`src/switch_pkg.sv`:
```
package switch_pkg;

    // ~~~~~~~~~~~~~~~~~~~~~~~~~~~~~~~~~~~~~~~~~~~~~~~~~~~~~~~~~~~~~~~~~~~~~~
    // switch dimensions
    // ~~~~~~~~~~~~~~~~~~~~~~~~~~~~~~~~~~~~~~~~~~~~~~~~~~~~~~~~~~~~~~~~~~~~~~
    localparam int DATA_WIDTH      = 32;
    localparam int PORT_NUM        = 16;
    localparam int PRIORITY_LEVELS = 8;
    localparam int DATA_LENGTH_MAX = 256;
    localparam int FIFO_DEPTH      = 256;

    localparam int SEL_WIDTH    = $clog2(PORT_NUM);
    localparam int PRIO_WIDTH   = $clog2(PRIORITY_LEVELS);
    localparam int LENGTH_WIDTH = $clog2(DATA_LENGTH_MAX);
    localparam int CRC_WIDTH    = 16;
    localparam int FIFO_AW      = $clog2(FIFO_DEPTH);

    typedef logic [DATA_WIDTH-1:0]   data_t;
    typedef logic [SEL_WIDTH-1:0]    port_sel_t;
    typedef logic [PRIO_WIDTH-1:0]   priority_t;
    typedef logic [LENGTH_WIDTH-1:0] length_t;
    typedef logic [CRC_WIDTH-1:0]    crc_t;

    // one extra bit over the address tells a full FIFO from an empty one
    typedef logic [FIFO_AW:0] fifo_ptr_t;

    // CRC-16/CCITT
    localparam crc_t CRC_POLY = 16'h1021;
    localparam crc_t CRC_INIT = 16'hFFFF;

    typedef struct packed {
        crc_t      crc;
        port_sel_t dest;
        priority_t prio;
        length_t   length;
    } pkt_desc_t;

    // header word: length 7..0, priority 10..8, dest 14..11
    function automatic pkt_desc_t header_decode(data_t w);
        pkt_desc_t d;
        d.crc    = '0;
        d.length = w[7:0];
        d.prio   = w[10:8];
        d.dest   = w[14:11];
        return d;
    endfunction

    // control word: priority 2..0, crc 18..3, length 26..19, upper bits zero
    function automatic data_t ctrl_word(pkt_desc_t d);
        return data_t'({d.length, d.crc, d.prio});
    endfunction

endpackage

```
`src/in_rd_controller_fsm.sv`:
```
module in_rd_controller_fsm (
    input  logic                   out_clk,
    input  logic                   reset,
    input  logic                   rx_valid,
    input  switch_pkg::pkt_desc_t  rx_desc,
    output logic                   rx_ready,
    input  switch_pkg::data_t      rd_data,
    input  logic                   empty,
    output logic                   rd_en,
    output logic                   vld,
    input  logic                   ready_in,
    output switch_pkg::data_t      data,
    output switch_pkg::port_sel_t  rx
);

    import switch_pkg::*;

    typedef enum logic [1:0] {
        idle,
        ctrl,
        drain
    } rd_state_t;

    rd_state_t state;
    pkt_desc_t desc_q;
    length_t   count;

    always_comb begin
        rx_ready = 1'b0;
        vld      = 1'b0;
        rd_en    = 1'b0;
        data     = rd_data;
        case (state)
            idle: begin
                rx_ready = rx_valid;
            end
            ctrl: begin
                vld  = 1'b1;
                data = ctrl_word(desc_q);
            end
            drain: begin
                vld   = !empty;
                rd_en = !empty && ready_in;
            end
            default: begin
                vld = 1'b0;
            end
        endcase
    end

    always_ff @(posedge out_clk) begin
        if (reset) begin
            state <= idle;
            rx    <= '0;
            count <= '0;
        end else begin
            case (state)
                idle: begin
                    if (rx_valid) begin
                        rx    <= rx_desc.dest;
                        state <= ctrl;
                    end
                end
                ctrl: begin
                    if (ready_in) begin
                        count <= desc_q.length;
                        state <= drain;
                    end
                end
                drain: begin
                    if (rd_en) begin
                        count <= count - 1'b1;
                        // last payload word of this packet
                        if (count == length_t'(1)) begin
                            state <= idle;
                        end
                    end
                end
                default: state <= idle;
            endcase
        end
    end

    always_ff @(posedge out_clk) begin
        if (state == idle && rx_valid) begin
            desc_q <= rx_desc;
        end
    end

endmodule

```
`config.mk`:
```
export PLATFORM = sky130hd
export DESIGN_NAME = in_rd_controller_fsm
export DESIGN_NICKNAME = d
export VERILOG_FILES = /design/src/switch_pkg.sv /design/src/in_rd_controller_fsm.sv
export SDC_FILE = /design/constraint.sdc
export NUM_CORES = 1
export LEC_CHECK = 0
export BUFFER_PORTS_ARGS = -buffer_cell sky130_fd_sc_hd__buf_2
export CORE_MARGIN = 2
export CORE_UTILIZATION = 40
export CTS_CLUSTER_SIZE = 12
export DETAILED_ROUTE_END_ITERATION = 8
export PLACE_DENSITY = 0.71
export SLEW_MARGIN = 10
export SYNTH_ARGS = -nofsm -noshare
export SYNTH_HDL_FRONTEND = slang
export SYNTH_SLANG_ARGS = --single-unit
```
`constraint.sdc`:
```
create_clock -name out_clk -period 1.7 [get_ports out_clk]
set_clock_uncertainty 0.15 [all_clocks]
set_input_delay 0.34 -clock out_clk [delete_from_list [all_inputs] [get_ports out_clk]]
set_output_delay 0.34 -clock out_clk [all_outputs]
set_load 0.01 [all_outputs]
```
---- Word-level counts from Yosys, hierarchy flattened ----
Cells that the tools add are included.
word-level totals
  bits in registers ....................... 41
  bits of input ports ..................... 68
  output and inout port bits .............. 39
  word-level logic and storage cells ...... 34
operators by class
  add/sub/neg operators ................... 1
  eq/ne operators ......................... 7
  muxes and demuxes ....................... 12
  reduce and logical (&&, ||, !) cells .... 8
operator list
  operator                                                                count
  32-bit two-way mux                                                      1
  8-bit two-way mux                                                       2
  8-bit case mux with 2 select lines                                      1
  8-bit by 1-bit equality test with 1-bit output (second input constant)  1
  2-bit two-way mux                                                       4
  2-bit inequality test (second input constant)                           4
  8-bit by 1-bit subtractor with 8-bit output (second input constant)     1
  2-bit case mux with 3 select lines                                      1
  4-bit AND reduction                                                     1
  3-bit AND reduction                                                     1
  2-bit by 1-bit equality test with 1-bit output (second input constant)  1
  2-bit equality test (second input constant)                             1
  1-bit logical AND                                                       2
  2-bit logical NOT                                                       1
  1-bit two-way mux                                                       2
  1-bit case mux with 2 select lines                                      1
  2-bit AND reduction                                                     1
  2-bit nonzero test                                                      1
  1-bit logical NOT                                                       1

---- Longest topological paths before layout ----
Gate-level depths: netlist of run 1.
  depth in word-level cells ............... 5
  gate-level depth with buffers ........... 7

---- Worst setup path before layout of run 1 ----
Ideal clock, no wire load.
  kind .................................... register -> output
  start point ............................. register state[1]
  end point ............................... output port data[24]
  arrival time ............................ 1374 ps
  data required time ...................... 1210 ps
  path slack .............................. -164 ps
  cell stages (with the launch flop) ...... 6
  path buffers ............................ 2
  cells stage by stage .................... dfxtp_1 inv_1 ha_1 buf_2 buf_1 mux2_2
between the ends
  longest elaborated chain between the ends .. 2
ends and longest elaborated chain
  what                                            RTL line                    text
  start: declaration                              in_rd_controller_fsm.sv:24  rd_state_t state;
  start signal: assignment                        in_rd_controller_fsm.sv:53  state <= idle;
  start signal: assignment                        in_rd_controller_fsm.sv:61  state <= ctrl;
  start signal: assignment                        in_rd_controller_fsm.sv:67  state <= drain;
  2-bit by 1-bit equality test with 1-bit output  in_rd_controller_fsm.sv:33  case (state)
  32-bit two-way mux                              in_rd_controller_fsm.sv:33
  end: declaration                                in_rd_controller_fsm.sv:12  output switch_pkg::data_t data,
No other way between the ends.

---- Final worst setup path of run 1 ----
  start point ............................. register state[1]
  end point ............................... output port data[9]
Same word-level chain as after synthesis.

==> results of run 1 <==
==> cell families after synthesis <==
logic type | after synthesis | synth area share
AO/OA/AOI/OAI | 32 | 0.104
AND/OR/NAND/NOR | 46 | 0.124
multiplexers | 30 | 0.165
flip-flops | 41 | 0.537
adder cells (fa/ha/maj) | 6 | 0.0370
buffers and inverters | 17 | 0.0333
==> cell usage after synthesis (4+ instances only) <==
master / n
edfxtp_1: 27
inv_1: 10
dfxtp_1: 14
o21ai_0: 4
a21oi_1: 11
ha_1: 6
nor2b_1: 11
mux2_2: 27
nand2_1: 18
nor2_1: 6
==> layer usage <==
metal | GRT usage | vias to the layer above | share of wire
met5 | 0 | - | 0
met2 | 0.366 | 82 | 0.48
met1 | 0.240 | 870 | 0.42
met3 | 0.0683 | 9 | 0.078
met4 | 0.0624 | 0 | 0.017
li1 | - | 893 | -
==> power groups by stage <==
stage	clock network, mW	registers [mW]	logic, mW
after floorplan	0	1.50	1.44
after global placement	0	1.52	2.28
after detailed placement	0	1.53	2.31
after CTS	0.782	1.52	2.96
after global routing	0.827	1.57	3.78
final	0.773	1.54	3.53
==> through the flow <==
| stage | cell area, um2 | hold slack [ns] | TNS (ns) |
|---|---|---|---|
| floorplan | 2050 | 0.289 | 0 |
| global placement | 2790 | 0.291 | -1.51 |
| detailed placement | 2790 | 0.298 | -2.36 |
| CTS | 3200 | 0.0623 | -9.19 |
| global route | 3450 | 0.0531 | -11.99 |
| finish | 3450 | 0.0682 | -9.35 |
==> final cells by class <==
| type | instances | share of cell area |
|---|---|---|
| clock buffers | 6 | 0.0210 |
| inverters | 10 | 0.0127 |
| well taps | 67 | 0.0243 |
| flip-flops and latches | 41 | 0.317 |
| repair buffers | 135 | 0.291 |
| multi-input cells | 114 | 0.325 |
| clock inverters | 2 | 0.00978 |
==> sequential cells by signal (all words and copies together) (netlist names) <==
name and flops:
desc_q 27, count 8, state 2, rx 4
==> final timing paths <==
path	start	to	slack (ns)	depth (start not counted)
max	state[1]	data[9]	-0.33	5
min	rx_desc[15]	desc_q[15]	0.07	1
max reg2reg	state[1]	count[5]	-0.13	9
min reg2reg	rx[1]	rx[1]	0.31	2
==> worst max-delay path, stage by stage, from the launching register on <==
cell and delay (ns):
dfxtp_2 0.33, inv_2 0.07, ha_4 0.20, buf_12 0.17, mux2_4 0.34, buf_6 0.13
==> repair_timing <==
item                                    4_1_cts  5_1_grt
endpoints found under the setup margin       42       45
cloned                                        1        0
pin swaps                                     6        9
resized for setup                            54       50
buffers inserted                              5        6
==> qor.yml, run 1 <==
cts_hold_buf: 0
min_path_type: "input pin to flip-flop"
nFillCells: 362
placementRows: 25
crit_fanout: 11
post-route-min-period_ns: 2.03
cts_tree: "yes"
cap_violations: 0
synth_area_leaders: "edfxtp_1, mux2_2, dfxtp_1, ha_1, nor2b_1"
start_util: 0.422
avgViaCountPerCell: 4.94
grt_max_degree: 32
dr.pass1.iters: 4
final-seq-area_mm2: 0.00109
power_frac_comb: 0.605
synthesis.nets: 246
synth_top_cell_area_share: 0.399
routed_wl_mm: 5.95
dp_slack_ns: -0.102
synth_ff_type: "edfxtp_1"
synth-seq-area-share: 0.537
critical_path.startpoint_type: "flip-flop"
netSwitchingFraction: 0.357
portBuffers: 106
synth_edf_count: 27
grt_setup_unrepaired: "true"
violations: "setup timing"
drcViolationCount: 0
cp.required_ns: 1.21
clk_pin_slew_ns: 0.08
tightestPinTransition_ns: 0.451
grt_pass1_wl_mm: 8.58
numCtsBuffers: 5
vias: 1854
peakVddDrop_v: 0.000947
ioPinCount: 107
ys_seq_elements: 41
slew_violations: 0
grt_pass1_vias: 1873
leakage_nw: 1.54
layout.cells.non_filler: 375
utilization: 0.717
drive_above_1_share: 0.656
clock_sinks: 41
antenna_found_initial: 0
setup_slack_ns: -0.327
setup_viol: 45
h-tree-depth: 2
slew_headroom: 0.697
core_area_mm2: 0.00482
clockBufferDepth: 2
drt_iter0_drc: 98
yosysWarnings: 0
layout_common_cells: "buf_2, buf_6, edfxtp_1"
drtAntennaViolNets: 0
max_freq_mhz: 493
dp.cells: 357
seq_power_share: 0.263
gp_congestion: 0.827
p_sw_mw: 2.09
netlist_instances: 172
power.total_mw: 5.85
grt.overflow.total: 0
period_share: 1.19
powerDensity_mw_per_mm2: 1690
area_delta_synth_final_pct: 70.1
status: "complete, but fails checks"
diodes: 0
power_frac_clock: 0.132
layout_commonest_cell: "buf_2"
intPower_mw: 3.76
die-area_mm2: 0.00566
cts_root_buffer: "clkbuf_8"
die_h_um: 75.3
nets: 381
critical_path_class: "flip-flop to output pin"
die_w_um: 75.3
multi_input_area_mm2: 0.00112
async_flop_share: 0
dpl.hpwl_mm: 3.59
wl_per_cell_um: 15.9
yosysTopAreaCell: "edfxtp_1"
endpoint_kind: "output pin"
synth_area_mm2: 0.00203
hold_viol: 0
yosysUniqueCellTypes: 37
grt_use_total: 0.208
cp.arrival_ns: 1.54
avgSynthCellArea_um2: 11.8
insertion_delay_ns: 0.29
No activity file was read; power rests on OpenSTA's default activity.
==> inputs of run 2 (changes only) <==
--- a/config.mk
+++ b/config.mk
@@ -7,10 +7,11 @@
 export LEC_CHECK = 0
 export BUFFER_PORTS_ARGS = -buffer_cell sky130_fd_sc_hd__buf_2
 export CORE_MARGIN = 2
-export CORE_UTILIZATION = 40
+export CORE_UTILIZATION = 43
 export CTS_CLUSTER_SIZE = 12
 export DETAILED_ROUTE_END_ITERATION = 8
-export PLACE_DENSITY = 0.71
+export PLACE_DENSITY = 0.73
+export SKIP_CTS_REPAIR_TIMING = 1
 export SLEW_MARGIN = 10
 export SYNTH_ARGS = -nofsm -noshare
 export SYNTH_HDL_FRONTEND = slang
==> constraint.sdc (replaced) <==
create_clock -name out_clk -period 2.4 [get_ports out_clk]
set_clock_uncertainty 0.15 [all_clocks]
set_input_delay 0.48 -clock out_clk [delete_from_list [all_inputs] [get_ports out_clk]]
set_output_delay 0.48 -clock out_clk [all_outputs]
set_load 0.01 [all_outputs]
==> run 2 against run 1 <==
  * The flow now finishes without violations
  * Clock-buffer cell count fell by 1
  * Largest cell class is now registers
  * Final cell count fell by 9.9%
  * Worst setup slack improved by 0.46 ns
  * First-iteration DRC count fell by 40%
  * Total power fell by 50%
  * Critical endpoint is now data[18]
  * Sequential cell count did not move
  * Core utilization fell by 13 points
  * Die area fell by 6.6%
  * Final area fell by 21%
  * Worst hold slack improved by 0.14 ns
==> qor.yml, run 2 (synthesis results as in run 1) <==
dpl.hpwl_mm: 3.48
utilization: 0.589
area_delta_synth_final_pct: 34.3
crit_fanout: 21
cp.required_ns: 1.77
grt_pass1_vias: 1549
reg.largest.list: "desc_q: 27 flops, count: 8 flops, rx: 4 flops"
core_area_mm2: 0.00463
critical_path_class: "flip-flop to output pin"
numCtsBuffers: 5
cp.arrival_ns: 1.64
routed_wl_mm: 4.55
endpoint_kind: "output pin"
layout_commonest_cell: "buf_2"
clk_pin_slew_ns: 0.08
placementRows: 25
die_w_um: 72.7
diodes: 0
max_freq_mhz: 441
portBuffers: 106
leakage_nw: 1.22
drcViolationCount: 0
slew_violations: 0
grt_pass1_wl_mm: 7.02
critical_path.startpoint_type: "flip-flop"
setup_viol: 0
critPathSlowestCell: "mux2_2"
vias: 1663
hold_viol: 0
nets: 357
clockBufferDepth: 2
powerDensity_mw_per_mm2: 1080
insertion_delay_ns: 0.29
cts_root_buffer: "clkbuf_8"
avgViaCountPerCell: 4.92
cts_tree: "yes"
min_path_type: "input pin to flip-flop"
tightestPinTransition_ns: 0.520
drive_above_1_share: 0.535
grt_setup_unrepaired: "false"
post-route-min-period_ns: 2.27
layout_common_cells: "buf_2, mux2_2, edfxtp_1"
largest-register: "desc_q"
wl_per_cell_um: 13.5
period_share: 0.945
status: "finished, final reports clean"
cap_violations: 0
ioPinCount: 107
cp_cell_sequence: "inv_1, ha_1, buf_6, mux2_2, buf_2"
die_h_um: 72.7
slew_headroom: 0.653
dr.pass1.iters: 4
tns_ns: 0
die-area_mm2: 0.00529
drtAntennaViolNets: 0
grt_max_degree: 22
antenna_found_initial: 0
largest_reg_flops: 27
cpPeakStageDelay_ns: 0.37
peakVddDrop_v: 0.000748
grt.overflow.total: 0
h-tree-depth: 2
start_util: 0.439
gp_congestion: 0.810
drt_iter0_drc: 59
grt_use_total: 0.176
clock_sinks: 41
-- run 2: changes by cell type in the layout (fill, tap and decap cells not counted), moves of 3 or more --
cell	previous run	this run
o21ai_0	1	4
a21oi_1	7	11
inv_1	7	10
a21oi_2	4	0
mux2_2	3	27
ha_4	3	0
mux2_4	24	0
buf_4	14	4
ha_1	3	6
buf_6	37	1
nor2_1	3	6
buf_2	80	106
-- run 2: path summary, 6_finish.rpt --
| kind | slack [ns] | startpoint | endpoint | cells after the start |
|---|---|---|---|---|
| worst min register to register | 0.30 | rx[1] | rx[1] | 2 |
| worst min-delay path | 0.20 | rx_desc[19] | desc_q[19] | 1 |
| worst max-delay path | 0.13 | state[1] | data[18] | 5 |
| worst max register to register | 0.53 | state[1] | count[5] | 7 |
-- run 2: where the power goes --
group | leakage [nW] | switching (mW) | internal [mW]
sequential | 0.373 | 0.116 | 0.958
combinational | 0.802 | 0.752 | 0.665
clock | 0.0439 | 0.247 | 0.201
-- run 2: critical path: cells and delay by family (launching register included) --
| family | cells | cell delay (ns) |
|---|---|---|
| multiplexers | 1 | 0.37 |
| flip-flops | 1 | 0.33 |
| adder cells (fa/ha/maj) | 1 | 0.19 |
| buffers and inverters | 3 | 0.46 |
-- run 2: area by class of cell --
| cell class | count | area [um2] |
|---|---|---|
| well taps | 54 | 67.6 |
| repair buffers | 111 | 572 |
| multi-input cells | 114 | 872 |
| fillers | 417 | 1900 |
| clock inverters | 3 | 17.5 |
| clock buffers | 5 | 68.8 |
| inverters | 10 | 37.5 |
| flip-flops and latches | 41 | 1090 |
-- run 2: per-layer routing --
metal / GRT usage / share of wire / vias to the layer above
met3: 0.0580 / 0.086 / 6
met1: 0.207 / 0.40 / 744
met2: 0.300 / 0.50 / 73
li1: - / - / 840
met4: 0.0617 / 0.014 / 0
met5: 0 / 0 / -
-- run 2: metrics by stage --
step	instances	total power [mW]	setup slack [ns]	hold slack [ns]	area, um2
2_1_floorplan	172	2.05	0.396	0.301	2030
3_3_place_gp	330	2.47	0.430	0.290	2640
3_5_place_dp	330	2.50	0.393	0.296	2640
4_1_cts	338	2.96	0.0607	0.193	2720
5_1_grt	338	3.16	0.0185	0.185	2730
6_report	338	2.94	0.132	0.204	2730
