### src/switch_pkg.sv
package switch_pkg;

    // ~~~~~~~~~~~~~~~~~~~~~~~~~~~~~~~~~~~~~~~~~~~~~~~~~~~~~~~~~~~~~~~~~~~~~~
    // switch dimensions
    // ~~~~~~~~~~~~~~~~~~~~~~~~~~~~~~~~~~~~~~~~~~~~~~~~~~~~~~~~~~~~~~~~~~~~~~
    localparam int DATA_WIDTH      = 32;
    localparam int PORT_NUM        = 16;
    localparam int PRIORITY_LEVELS = 8;
    localparam int DATA_LENGTH_MAX = 256;
    localparam int FIFO_DEPTH      = 256;

    localparam int SEL_WIDTH    = $clog2(PORT_NUM);
    localparam int PRIO_WIDTH   = $clog2(PRIORITY_LEVELS);
    localparam int LENGTH_WIDTH = $clog2(DATA_LENGTH_MAX);
    localparam int CRC_WIDTH    = 16;
    localparam int FIFO_AW      = $clog2(FIFO_DEPTH);

    typedef logic [DATA_WIDTH-1:0]   data_t;
    typedef logic [SEL_WIDTH-1:0]    port_sel_t;
    typedef logic [PRIO_WIDTH-1:0]   priority_t;
    typedef logic [LENGTH_WIDTH-1:0] length_t;
    typedef logic [CRC_WIDTH-1:0]    crc_t;

    // one extra bit over the address tells a full FIFO from an empty one
    typedef logic [FIFO_AW:0] fifo_ptr_t;

    // CRC-16/CCITT
    localparam crc_t CRC_POLY = 16'h1021;
    localparam crc_t CRC_INIT = 16'hFFFF;

    typedef struct packed {
        crc_t      crc;
        port_sel_t dest;
        priority_t prio;
        length_t   length;
    } pkt_desc_t;

    // header word: length 7..0, priority 10..8, dest 14..11
    function automatic pkt_desc_t header_decode(data_t w);
        pkt_desc_t d;
        d.crc    = '0;
        d.length = w[7:0];
        d.prio   = w[10:8];
        d.dest   = w[14:11];
        return d;
    endfunction

    // control word: priority 2..0, crc 18..3, length 26..19, upper bits zero
    function automatic data_t ctrl_word(pkt_desc_t d);
        return data_t'({d.length, d.crc, d.prio});
    endfunction

endpackage

### src/crc16_32bit.sv
module crc16_32bit (
    input  logic               in_clk,
    input  logic               reset,
    input  logic               clear,
    input  logic               crc_en,
    input  switch_pkg::data_t  data_in,
    output switch_pkg::crc_t   crc_out
);

    import switch_pkg::*;

    crc_t crc_next;

    // one word folded bit by bit, msb first, unrolled into a single cycle
    function automatic crc_t crc_fold(crc_t c, data_t d);
        crc_t r;
        r = c;
        for (int i = DATA_WIDTH - 1; i >= 0; i--) begin
            if (r[CRC_WIDTH-1] ^ d[i]) begin
                r = (r << 1) ^ CRC_POLY;
            end else begin
                r = r << 1;
            end
        end
        return r;
    endfunction

    assign crc_next = crc_fold(crc_out, data_in);

    always_ff @(posedge in_clk) begin
        if (reset || clear) begin
            crc_out <= CRC_INIT;
        end else if (crc_en) begin
            crc_out <= crc_next;
        end
    end

endmodule

### src/in_wr_controller_fsm.sv
module in_wr_controller_fsm (
    input  logic                   in_clk,
    input  logic                   reset,
    input  logic                   wr_sop,
    input  logic                   wr_eop,
    input  logic                   wr_vld,
    input  switch_pkg::data_t      wr_data,
    output logic                   wr_ready,
    input  logic                   full,
    output logic                   wr_en,
    output logic                   desc_valid,
    output switch_pkg::pkt_desc_t  desc,
    input  logic                   desc_ready
);

    import switch_pkg::*;

    typedef enum logic [1:0] {
        idle,
        payload,
        issue
    } wr_state_t;

    wr_state_t state;
    logic      accept;
    logic      crc_clear;
    pkt_desc_t hdr_q;
    crc_t      crc_out;

    // no input is taken while the finished descriptor waits for the crossing
    assign wr_ready   = (state != issue) && !full;
    assign accept     = wr_vld && wr_ready;
    assign crc_clear  = (state == idle) && accept && wr_sop;
    assign wr_en      = (state == payload) && accept;
    assign desc_valid = (state == issue);

    always_ff @(posedge in_clk) begin
        if (reset) begin
            state <= idle;
        end else begin
            case (state)
                idle: begin
                    if (accept && wr_sop) begin
                        state <= payload;
                    end
                end
                payload: begin
                    if (accept && wr_eop) begin
                        state <= issue;
                    end
                end
                issue: begin
                    if (desc_ready) begin
                        state <= idle;
                    end
                end
                default: state <= idle;
            endcase
        end
    end

    always_ff @(posedge in_clk) begin
        if (crc_clear) begin
            hdr_q <= header_decode(wr_data);
        end
    end

    // the crc register already holds the eop word when issue is entered
    always_comb begin
        desc     = hdr_q;
        desc.crc = crc_out;
    end

    crc16_32bit u_crc (
        .in_clk  (in_clk),
        .reset   (reset),
        .clear   (crc_clear),
        .crc_en  (wr_en),
        .data_in (wr_data),
        .crc_out (crc_out)
    );

endmodule

### config.mk
export PLATFORM = sky130hd
export DESIGN_NAME = in_wr_controller_fsm
export DESIGN_NICKNAME = d
export VERILOG_FILES = /design/src/switch_pkg.sv /design/src/crc16_32bit.sv /design/src/in_wr_controller_fsm.sv
export SDC_FILE = /design/constraint.sdc
export NUM_CORES = 1
export LEC_CHECK = 0
export ABC_CLOCK_PERIOD_IN_PS = 4200
export BUFFER_PORTS_ARGS = -buffer_cell sky130_fd_sc_hd__buf_2
export CAP_MARGIN = 25
export CORE_AREA = 5 5 74 93
export DETAILED_ROUTE_END_ITERATION = 8
export DIE_AREA = 0 0 79 98
export GPL_TIMING_DRIVEN = 0
export PLACE_DENSITY = 0.65
export SETUP_SLACK_MARGIN = 0.1
export SYNTH_ARGS = -nofsm -noshare
export SYNTH_HDL_FRONTEND = slang
export SYNTH_SLANG_ARGS = --single-unit
export TNS_END_PERCENT = 20
### constraint.sdc
create_clock -name in_clk -period 4.2 [get_ports in_clk]
set_input_delay 0.84 -clock in_clk [delete_from_list [all_inputs] [get_ports in_clk]]
set_output_delay 0.84 -clock in_clk [all_outputs]
set_load 0.05 [all_outputs]
==> Word level (Yosys, flattened, before mapping) <==
Cells that the tools add are included.
{ "op_classes": {"addsub": 0, "multipliers": 0, "div_mod_pow": 0, "magnitude_cmp": 0, "eq_ne": 6, "shifts": 0, "mux": 36, "bitwise_logic": 64, "n_reduce_logical": 11} }
{ "op_table": {"columns": ["op", "count"], "rows": [
  ["13-bit 2-to-1 mux", 32],
  ["3-bit NOT", 32],
  ["1-bit bitwise XOR", 32],
  ["1-bit logical AND", 7],
  ["2-bit 2-to-1 mux", 3],
  ["2-bit by 1-bit != test with 1-bit output, second input constant", 3],
  ["2-bit case mux with 3 select lines", 1],
  ["3-bit AND reduction", 1],
  ["2-bit by 1-bit == test with 1-bit output, second input constant", 1],
  ["2-bit == test, second input constant", 1],
  ["2-bit logical NOT", 1],
  ["2-bit != test, second input constant", 1],
  ["1-bit logical NOT", 1],
  ["1-bit logical OR", 1]
]} }
{ "totals": {"ff_bits": 33, "latch_bits": 0, "ramBits": 0, "romBits": 0, "input_bits": 39, "output_inout_bits": 34, "elab_cells": 122, "mem_count": 0} }

==> Depth between registers and ports, before layout <==
Gate-level depths: netlist of run 1.
{ "logic_depth": {"ltp_word": 64, "ltp_mapped": 7, "mapped_depth_nobuf": 7} }

==> Modules after synthesis <==
A second synthesis of run 1 with hierarchy kept.
{ "hier_totals": {"cells_unflattened": 183, "area_unflattened_um2": 2337.2} }
{ "by_module_without_submodules": {"columns": ["mod", "n_inst", "cells_per_inst", "area_per_inst_um2", "seq_area_each_um2"], "rows": [
  ["crc16_32bit", 1, 154, 1755.4, 320.3],
  ["in_wr_controller_fsm", 1, 29, 581.8, 490.5]
]} }

==> Worst setup path after synthesis of run 1 <==
OpenSTA, ideal clock, no wires.
{ "synth_timing": {"path_kind": "in2reg", "start": "input port full", "end": "register u_crc.crc_out[7]", "setup_time_ps": 90, "arrival_time_ps": 3696, "required_time_ps": 4110, "path_slack_ps": 414, "cell_stages": 5, "path_buffers": 1, "path_cell_list": "nand2b_1 -> nor4b_1 -> nor2_1 -> clkbuf_1 -> a22oi_1"} }
{ "synth_via": {"elab_chain_cells": 6, "elab_cells_between_ends": 7, "classes_between": "reduce/logical (7)"} }
{ "synth_lines": {"columns": ["item", "line", "rtl"], "rows": [
  ["start, declared", "in_wr_controller_fsm.sv:9", "input logic full,"],
  ["1-bit logical NOT", "in_wr_controller_fsm.sv:31", "assign wr_ready = (state != issue) && !full;"],
  ["1-bit logical AND", "in_wr_controller_fsm.sv:31", null],
  ["1-bit logical AND", "in_wr_controller_fsm.sv:32", "assign accept = wr_vld && wr_ready;"],
  ["1-bit logical AND (2 in a row)", "in_wr_controller_fsm.sv:33", "assign crc_clear = (state == idle) && accept && wr_sop;"],
  ["named net crc_clear", "in_wr_controller_fsm.sv:26", "logic crc_clear;"],
  ["1-bit logical OR", "crc16_32bit.sv:31", "if (reset || clear) begin"],
  ["end signal, assigned", "crc16_32bit.sv:34", "crc_out <= crc_next;"],
  ["end, declared", "crc16_32bit.sv:7", "output switch_pkg::crc_t crc_out"]
]} }
The timed path passes the listed nets, and every way through them passes these cells.
A chain may end at the register's enable or synchronous reset.

==> Final worst setup path of run 1 <==
{ "layout_timing": {"start": "input port full", "end": "output port wr_en"} }
{ "layout_via": {"elab_chain_cells": 4} }
{ "layout_lines": {"columns": ["item", "line", "rtl"], "rows": [
  ["1-bit logical NOT", "in_wr_controller_fsm.sv:31", null],
  ["1-bit logical AND", "in_wr_controller_fsm.sv:31", null],
  ["1-bit logical AND", "in_wr_controller_fsm.sv:32", null],
  ["1-bit logical AND", "in_wr_controller_fsm.sv:34", "assign wr_en = (state == payload) && accept;"],
  ["end, declared", "in_wr_controller_fsm.sv:10", "output logic wr_en,"]
]} }
No other way between the ends.

==> out/metrics.csv, run 1 <==
stage,metric,value,unit
cts,cts_buffers,5,
synthesis,ys_warn_count,0,
timing,setup_viol,0,
finish,mostFrequentLayoutCells,"buf_2 (72), xnor2_1 (42), dfxtp_1 (18)",
timing,relSlewSlack,0.347,
route,num_vias,1532,
grt,grt_overflow,0,
die,die_h,98,microns
synthesis,synth_area_per_cell,13.0,sq um
finish,final_net_count,294,
route,wirelength,4920,microns
setup_path,worstSetupPathType,in -> out,
cts,cts_setup_buffers,0,
grt,grt_max_degree,11,
timing,rsz0062_at_grt,no,
power_and_ir_drop,p_leak,0.00133,uW
finish,final_common_cell,buf_2,
place,dp_hpwl,4070,microns
cts,cts.sinks,33,
hold_path,hold_path.class,reg -> reg,
place,place_ws,0.885,ns
setup_path,cp.arrival,2.41,ns
power_and_ir_drop,irDropWorstVdd,0.000285,V
cts,path_clk_slew,0.07,ns
die,die_w,79,microns
timing,drv_slew,0,
route,drtIter0Drc,61,
synthesis,syn_nets,214,
setup_path,start_kind,input port,
timing,worstMarginPinSlew,0.977,ns
die,initial_utilization,0.382,
place,port_buffers,72,
cts,hold_buffers,0,
die,io_pins,73,
route,firstDrtPassIters,4,
synthesis,netlist_instances,175,
synthesis,netlist-cell-type-count,25,
cts,clock_latency,0.28,ns
timing,hold_violations,0,
route,wl_per_cell,15.2,microns
place,gp_congestion,0.780,
cts,htreeDepth,2,
cts,clock-root-buffer,clkbuf_8,
grt,antenna_found_initial,0,
grt,grt_pass1_wl,7890,microns
synthesis,synth.cell_area,2280,sq um
timing,fin_ws,0.947,ns
synthesis,ys_ff_latch,33,
finish,diodes,0,
route,avgViaCountPerCell,4.73,
flow_run,cap_violations,0,
cts,cts_tree,yes,
timing,skew,0.0120,ns
grt,grt_usage,0.133,
outcome,run_status,finished clean,
setup_path,end_kind,output pin,
timing,finalSetupTns,0,ns
cts,clock_path_buffers,2,
finish,area_growth,24.1,%
die,fp-row-count,32,
timing,finalCriticalPeriod,3.25,ns
die,core_area,5970,sq um
route,drc,0,
route,drtAntennaViolNets,0,
cts,cts-resized-gates,0,
finish,drive_gt1_frac,0.383,
power_and_ir_drop,pwr_density_cell,655,nW/um^2
setup_path,cp.required,3.36,ns
grt,first_global_vias,1552,
synthesis,seq_area_frac_synth,0.355,
die,die_area,7740,sq um
timing,max_freq,307,MHz
setup_path,worst-path-max-fanout,10,
timing,fin_crit_sh,0.774,
[routing by layer]
metal | track usage | wire [microns] | vias up
li1 | - | - | 768
met1 | 0.155 | 2010 | 718
met2 | 0.239 | 2610 | 40
met3 | 0.0268 | 229 | 6
met4 | 0.0437 | 71 | 0
met5 | 0 | 0 | -
[cells in the mapped netlist]
cell,instances,area share
a21o_1,1,0.0033
clkbuf_1,3,0.0049
xor2_2,1,0.0071
a21oi_1,1,0.0022
dfxtp_1,18,0.16
xor3_1,3,0.031
xnor3_1,13,0.13
nor3b_1,1,0.0033
xnor2_1,42,0.16
xor2_1,14,0.054
xor3_2,1,0.011
nand2_1,12,0.020
nor4b_1,1,0.0038
a2bb2oi_1,1,0.0038
a22oi_1,7,0.023
nand3b_1,1,0.0033
xnor3_2,6,0.063
nand2b_1,1,0.0027
o211ai_1,8,0.026
nor3_1,2,0.0044
edfxtp_1,15,0.20
nor2b_1,1,0.0027
xnor2_2,9,0.064
nor2_1,11,0.018
inv_1,2,0.0033
[power breakdown]
group / total (uW) / internal (uW) / switching (uW)
clock network: 245 / 130 / 115
registers: 356 / 348 / 8.39
logic: 1250 / 662 / 593
[layout make-up]
type | count | area [sq um]
plain buffers | 3 | 11.3
clock buffers | 6 | 82.6
clock inverters | 2 | 8.76
fillers | 550 | 3130
inverters | 2 | 7.51
multi-input cells | 137 | 1460
flip-flops and latches | 33 | 811
well taps | 68 | 85.1
repair buffers | 73 | 368
[per-stage QoR]
step | cells | total power, uW | instance area (sq um) | util | hold slack, ns
finish | 324 | 1860 | 2830 | 0.475 | 0.513
global route | 324 | 1980 | 2830 | 0.475 | 0.549
CTS | 324 | 1890 | 2830 | 0.475 | 0.520
detailed placement | 316 | 1630 | 2740 | 0.459 | 0.505
global placement | 315 | 1620 | 2730 | 0.457 | 0.461
floorplan | 175 | 1440 | 2280 | - | 0.436
[critical path, cell delays in order]
cell      delay, ns
buf_2          0.11
nand2b_1       0.18
nor2_1         0.10
nand2_1        0.24
inv_1          0.15
clkbuf_1       0.43
buf_2          0.36
[state kept, by name (all words and copies together) (netlist names)]
| signal | flops |
|---|---|
| state | 2 |
| desc | 15 |
| u_crc.crc_out | 16 |
[path summary, 6_finish.rpt]
path                                   from                            end  slack [ns]  cells past startpoint
max reg2reg  u_crc.crc_out[14]$_SDFFE_PP1P_  u_crc.crc_out[8]$_SDFFE_PP1P_        1.54                      7
max                                    full                          wr_en        0.95                      7
min                   state[1]$_SDFFE_PP0P_          state[0]$_SDFFE_PP0P_        0.51                      1
min reg2reg           state[1]$_SDFFE_PP0P_          state[0]$_SDFFE_PP0P_        0.51                      1
[cell families (layout without fill, tap and decap cells)]
group	Yosys count	count (layout)	share of synthesized area
AOI/OAI and AO/OA	18	18	0.0587
xor gates and xnor gates	89	89	0.519
buffers and inverters	5	86	0.00823
DFF	33	33	0.355
and+or+nand+nor	30	30	0.0582
(Power assumes the default switching activity.)
==> run 2, diff against run 1 <==
ABC_AREA = 1   (was not set)
ABC_CLOCK_PERIOD_IN_PS = 3200   (was 4200)
CORE_AREA = 5 5 84 105   (was 5 5 74 93)
DIE_AREA = 0 0 89 110   (was 0 0 79 98)
PLACE_DENSITY = 0.62   (was 0.65)
clock period = 3.2 ns   (was 4.2 ns; I/O delays follow)
==> run 2 against run 1 <==
Effect of this change: sequential power increased by 29%; core utilization fell by 1.2 points; setup slack lost 0.31 ns; critical path type is now reg -> out; critical endpoint unchanged; largest cell class unchanged.
==> out/metrics.csv, run 2 <==
stage,metric,value,unit
synthesis,synthArstFlopShare,0,
synthesis,netlist_instances,421,
finish,final_cells,596,
synthesis,muxShareOfSynthArea,0,
synthesis,synth_compound_area_frac,0.0370,
route,drtIter0Drc,112,
grt,grt_usage,0.167,
finish,multi_input_area,1870,sq um
power_and_ir_drop,irDropWorstVdd,0.000232,V
die,core_area,7700,sq um
route,avgViaCountPerCell,4.66,
finish,drive_gt1_frac,0.331,
synthesis,synth_most_common_cell,nand2_1,
cts,cts_tree,yes,
timing,rsz0062_at_grt,no,
synthesis,netlist_top_cells_count,"nand2_1 (132), inv_1 (62), nand3_1 (42)",
timing,drv_slew,0,
die,die_h,110,microns
timing,skew,0.00553,ns
route,wl_per_cell,13.1,microns
finish,mostFrequentLayoutCells,"nand2_1 (132), buf_2 (72), inv_1 (62)",
grt,antenna_found_initial,0,
setup_path,crit_slowest_cell,nor3b_1,
cts,hold_buffers,0,
finish,fillCellCount,813,
die,fp-row-count,36,
synthesis,ys_warn_count,0,
synthesis,yosysTopAreaCell,nand2_1,
timing,setup_viol,0,
grt,grt_max_degree,17,
finish,largest_reg_flops,16,
grt,first_global_vias,2641,
setup_path,worstSetupPathType,reg -> out,
finish,final_common_cell,nand2_1,
cts,clock_path_buffers,2,
power_and_ir_drop,p_leak,0.00193,uW
place,placedCellCount,588,
synthesis,netlist-cell-type-count,28,
synthesis,synth.cell_area,2980,sq um
timing,fin_crit_sh,0.801,
die,die_area,9790,sq um
setup_path,cp.arrival,1.92,ns
outcome,run_status,finished clean,
setup_path,start_kind,flip-flop,
route,wirelength,7830,microns
cts,cts.sinks,33,
finish,regMostFlops,u_crc.crc_out,
die,die_w,89,microns
finish,area_growth,19.8,%
cts,cts_buffers,5,
cts,clock_latency,0.29,ns
timing,hold_violations,0,
cts,path_clk_slew,0.08,ns
finish,diodes,0,
finish,seq_area,811,sq um
synthesis,synth_xor_area_frac,0.0958,
timing,relSlewSlack,0.548,
synthesis,syn_nets,460,
synthesis,synth_top_cell_area_share,0.166,
grt,grt_overflow,0,
hold_path,hold_path.class,reg -> reg,
synthesis,synth_area_per_cell,7.07,sq um
cts,htreeDepth,2,
timing,finalCriticalPeriod,2.56,ns
die,initial_utilization,0.386,
route,drc,0,
synthesis,synthTopCellsByArea,"nand2_1 (17%), edfxtp_1 (15%), dfxtp_1 (12%)",
synthesis,synth_flop_cell,dfxtp_1,
synthesis,seq_area_frac_synth,0.272,
power_and_ir_drop,pwr_density_cell,509,nW/um^2
place,dp_hpwl,6740,microns
route,drtAntennaViolNets,0,
timing,max_freq,390,MHz
setup_path,cp.required,2.56,ns
synthesis,synth_edf_count,15,
timing,hold_slack,0.524,ns
setup_path,end_kind,output pin,
finish,final_net_count,539,
synthesis,synth_top_family_by_area,simple AND/OR/NAND/NOR gates,
place,gp_congestion,0.943,
setup_path,path_cells,inv_1 > nor2_1 > nor3b_1 > nand2_1 > inv_1 > buf_6 > buf_2,
setup_path,worst-path-max-fanout,10,
synthesis,ys_ff_latch,33,
place,port_buffers,72,
setup_path,max_stage_delay,0.35,ns
die,io_pins,73,
route,num_vias,2778,
synthesis,synthSimpleGateAreaFrac,0.496,
route,firstDrtPassIters,4,
flow_run,cap_violations,0,
cts,cts_setup_buffers,0,
timing,finalSetupTns,0,ns
synthesis,synth_fa_ha_area_frac,0,
timing,worstMarginPinSlew,0.677,ns
cts,cts-resized-gates,0,
grt,grt_pass1_wl,12300,microns
cts,clock-root-buffer,clkbuf_8,
setup_path,crit_path_frequent_cell,inv_1,
-- run 2: critical path, delay by kind of cell (launching register included) --
| family | cells | cell delay, ns |
|---|---|---|
| buffers and inverters | 4 | 0.74 |
| DFF | 1 | 0.32 |
| and+or+nand+nor | 3 | 0.57 |
-- run 2: kinds of logic after synthesis --
| kind of cell | Yosys count |
|---|---|
| buf+inv | 70 |
| compound gates | 22 |
| xor+xnor | 30 |
| flops | 33 |
| simple gates | 266 |
-- run 2: final timing paths --
check / cells after the start / startpoint / slack (ns) / endpoint
worst max-delay path: 7 / state[1]$_SDFFE_PP0P_ / 0.64 / wr_en
worst min-delay path: 2 / u_crc.crc_out[5]$_SDFFE_PP1P_ / 0.52 / u_crc.crc_out[5]$_SDFFE_PP1P_
worst max register to register: 10 / state[1]$_SDFFE_PP0P_ / 0.69 / u_crc.crc_out[5]$_SDFFE_PP1P_
worst min register to register: 2 / u_crc.crc_out[5]$_SDFFE_PP1P_ / 0.52 / u_crc.crc_out[5]$_SDFFE_PP1P_
-- run 2: final cells by class --
class | instances | share of cell area
Buffer | 4 | 0.0126
Clock buffer | 6 | 0.0263
Clock inverter | 2 | 0.00421
Inverter | 66 | 0.0695
Multi-Input combinational cell | 318 | 0.525
Sequential cell | 33 | 0.227
Tap cell | 95 | 0.0333
Timing Repair Buffer | 72 | 0.101
-- run 2: report_power, final --
group          internal, uW  total [uW]  switching, uW
Combinational           333         986            653
Sequential              452         458           5.97
Clock                   202         372            170
-- run 2: stage by stage --
step / area, sq um / power, uW / setup WS (ns) / utilization
floorplan: 2980 / 1260 / 0.782 / -
global placement: 3460 / 1430 / 0.452 / 0.449
detailed placement: 3460 / 1450 / 0.381 / 0.449
CTS: 3560 / 1830 / 0.626 / 0.463
global route: 3560 / 1950 / 0.315 / 0.463
finish: 3560 / 1820 / 0.636 / 0.463
-- run 2: routing by layer --
metal / share of wire / GRT usage
met1: 0.40 / 0.193
met2: 0.51 / 0.305
met3: 0.063 / 0.0275
met4: 0.029 / 0.0596
met5: 0 / 0
==> run 3, diff against run 2 <==
ABC_CLOCK_PERIOD_IN_PS = 2700   (was 3200)
clock period = 2.7 ns   (was 3.2 ns; I/O delays follow)
==> run 3 against run 2 <==
Effect of this change: die area unchanged; routed wire length up 0.37%; combinational power up 19%; hold slack worse by 0.089 ns; clock power up 19%; critical path type unchanged; largest power group unchanged.
==> out/metrics.csv, run 3 (synthesis results as in run 2) <==
stage,metric,value,unit
outcome,run_status,finished clean,
route,num_vias,2785,
cts,htreeDepth,2,
setup_path,worstSetupPathType,reg -> out,
finish,seq_area,811,sq um
timing,fin_crit_sh,0.912,
finish,final_common_cell,nand2_1,
finish,final_net_count,540,
cts,cts_tree,yes,
die,io_pins,73,
setup_path,reg2reg_depth,19,
cts,clock_path_buffers,2,
finish,regMostFlops,u_crc.crc_out,
die,die_area,9790,sq um
hold_path,hp-start,reset,
cts,cts.sinks,33,
finish,diodes,0,
place,gp_congestion,0.943,
power_and_ir_drop,p_leak,0.00192,uW
timing,hold_violations,0,
place,placedCellCount,588,
grt,grt_max_degree,17,
die,fp-row-count,36,
finish,utilization,0.464,
finish,multi_input_area,1870,sq um
timing,hold_slack,0.436,ns
hold_path,min_to,state[0]$_SDFFE_PP0P_,
finish,largest_reg_flops,16,
setup_path,cp.arrival,1.92,ns
timing,fin_ws,0.239,ns
timing,worstMarginPinSlew,0.457,ns
power_and_ir_drop,irDropWorstVdd,0.000277,V
timing,skew,0.00620,ns
die,die_h,110,microns
setup_path,cp.required,2.16,ns
place,dp_hpwl,6740,microns
grt,antenna_found_initial,0,
grt,grt_pass1_wl,12300,microns
timing,max_freq,406,MHz
cts,hold_buffers,0,
setup_path,regToRegSetupSlack,0.30,ns
die,initial_utilization,0.386,
grt,first_global_vias,2641,
setup_path,r2r_start,u_crc.crc_out[13]$_SDFFE_PP1P_,
cts,clock-root-buffer,clkbuf_8,
power_and_ir_drop,total_power,2160,uW
finish,fillCellCount,811,
route,avgViaCountPerCell,4.66,
timing,finalCriticalPeriod,2.46,ns
finish,area_growth,20.1,%
route,wirelength,7860,microns
power_and_ir_drop,pwr_density_cell,604,nW/um^2
grt,grt_usage,0.167,
place,place_ws,-0.0189,ns
setup_path,rr_endpoint,u_crc.crc_out[13]$_SDFFE_PP1P_,
route,wl_per_cell,13.2,microns
setup_path,end_kind,output pin,
cts,path_clk_slew,0.08,ns
die,die_w,89,microns
flow_run,cap_violations,0,
grt,grt_overflow,0,
finish,mostFrequentLayoutCells,"nand2_1 (132), buf_2 (72), inv_1 (61)",
timing,rsz0062_at_grt,yes,
cts,clock_latency,0.29,ns
hold_path,hold_depth,2,
die,core_area,7700,sq um
place,port_buffers,72,
setup_path,start_kind,flip-flop,
timing,relSlewSlack,0.693,
hold_path,hold_path.class,in -> reg,
route,drtIter0Drc,129,
route,drc,0,
finish,drive_gt1_frac,0.335,
timing,setup_viol,0,
setup_path,worst-path-max-fanout,10,
cts,cts_buffers,5,
setup_path,crit_path_start,state[1]$_SDFFE_PP0P_,
route,firstDrtPassIters,4,
timing,drv_slew,0,
route,drtAntennaViolNets,0,
finish,final_cells,597,
==> run 3: cell count changes in the layout (fill, tap and decap cells not counted), sizes merged <==
cell,delta
inv,-1
buf,+1
clkinvlp,+1
==> run 3: through the flow <==
stage / cell area [sq um] / TNS (ns)
after floorplan: 2980 / 0
after global placement: 3460 / 0
after detailed placement: 3460 / -0.0784
after CTS: 3560 / 0
after global routing: 3580 / 0
final: 3580 / 0
==> run 3: power breakdown <==
group          internal (uW)  switching (uW)  leakage (uW)
registers                535            7.13      0.000284
logic                    395             779       0.00158
clock network            240             203     0.0000569
==> run 3: layer usage <==
metal / vias up / global-route usage / wire (microns)
met5: - / 0 / 0
met4: 0 / 0.0596 / 231
met3: 11 / 0.0275 / 400
met2: 73 / 0.305 / 4000
met1: 1228 / 0.193 / 3230
li1: 1473 / - / -
==> run 3: worst max path at each step <==
stage / to / slack (ns)
6_report: wr_en / 0.24
5_1_grt: u_crc.crc_out[13]$_SDFFE_PP1P_ / 0.005
4_1_cts: u_crc.crc_out[5]$_SDFFE_PP1P_ / 0.15
3_5_place_dp: u_crc.crc_out[5]$_SDFFE_PP1P_ / -0.02
3_3_place_gp: u_crc.crc_out[6]$_SDFFE_PP1P_ / 0.05
2_1_floorplan: u_crc.crc_out[0]$_SDFFE_PP1P_ / 0.28
==> run 3: final cells by class <==
| type | count | share of cell area |
|---|---|---|
| tap | 95 | 0.0332 |
| inverter | 66 | 0.0703 |
| clock inverter | 2 | 0.00420 |
| timing repair buffer | 73 | 0.103 |
| buffer | 4 | 0.0126 |
| multi-input combinational | 318 | 0.524 |
| sequential | 33 | 0.227 |
| clock buffer | 6 | 0.0262 |
==> run 3: worst max-delay path: stages (launching register included) <==
cell     delay [ns]
dfxtp_1        0.32
inv_1          0.08
nor2_1         0.07
nor3b_1        0.35
nand2_1        0.15
inv_1          0.21
buf_6          0.18
buf_2          0.27
==> run 3: what timing repair did <==
action                                  in CTS  in global routing
setup buffers                                0                  1
endpoints found under the setup margin       0                 11
gates resized for setup                      0                  1
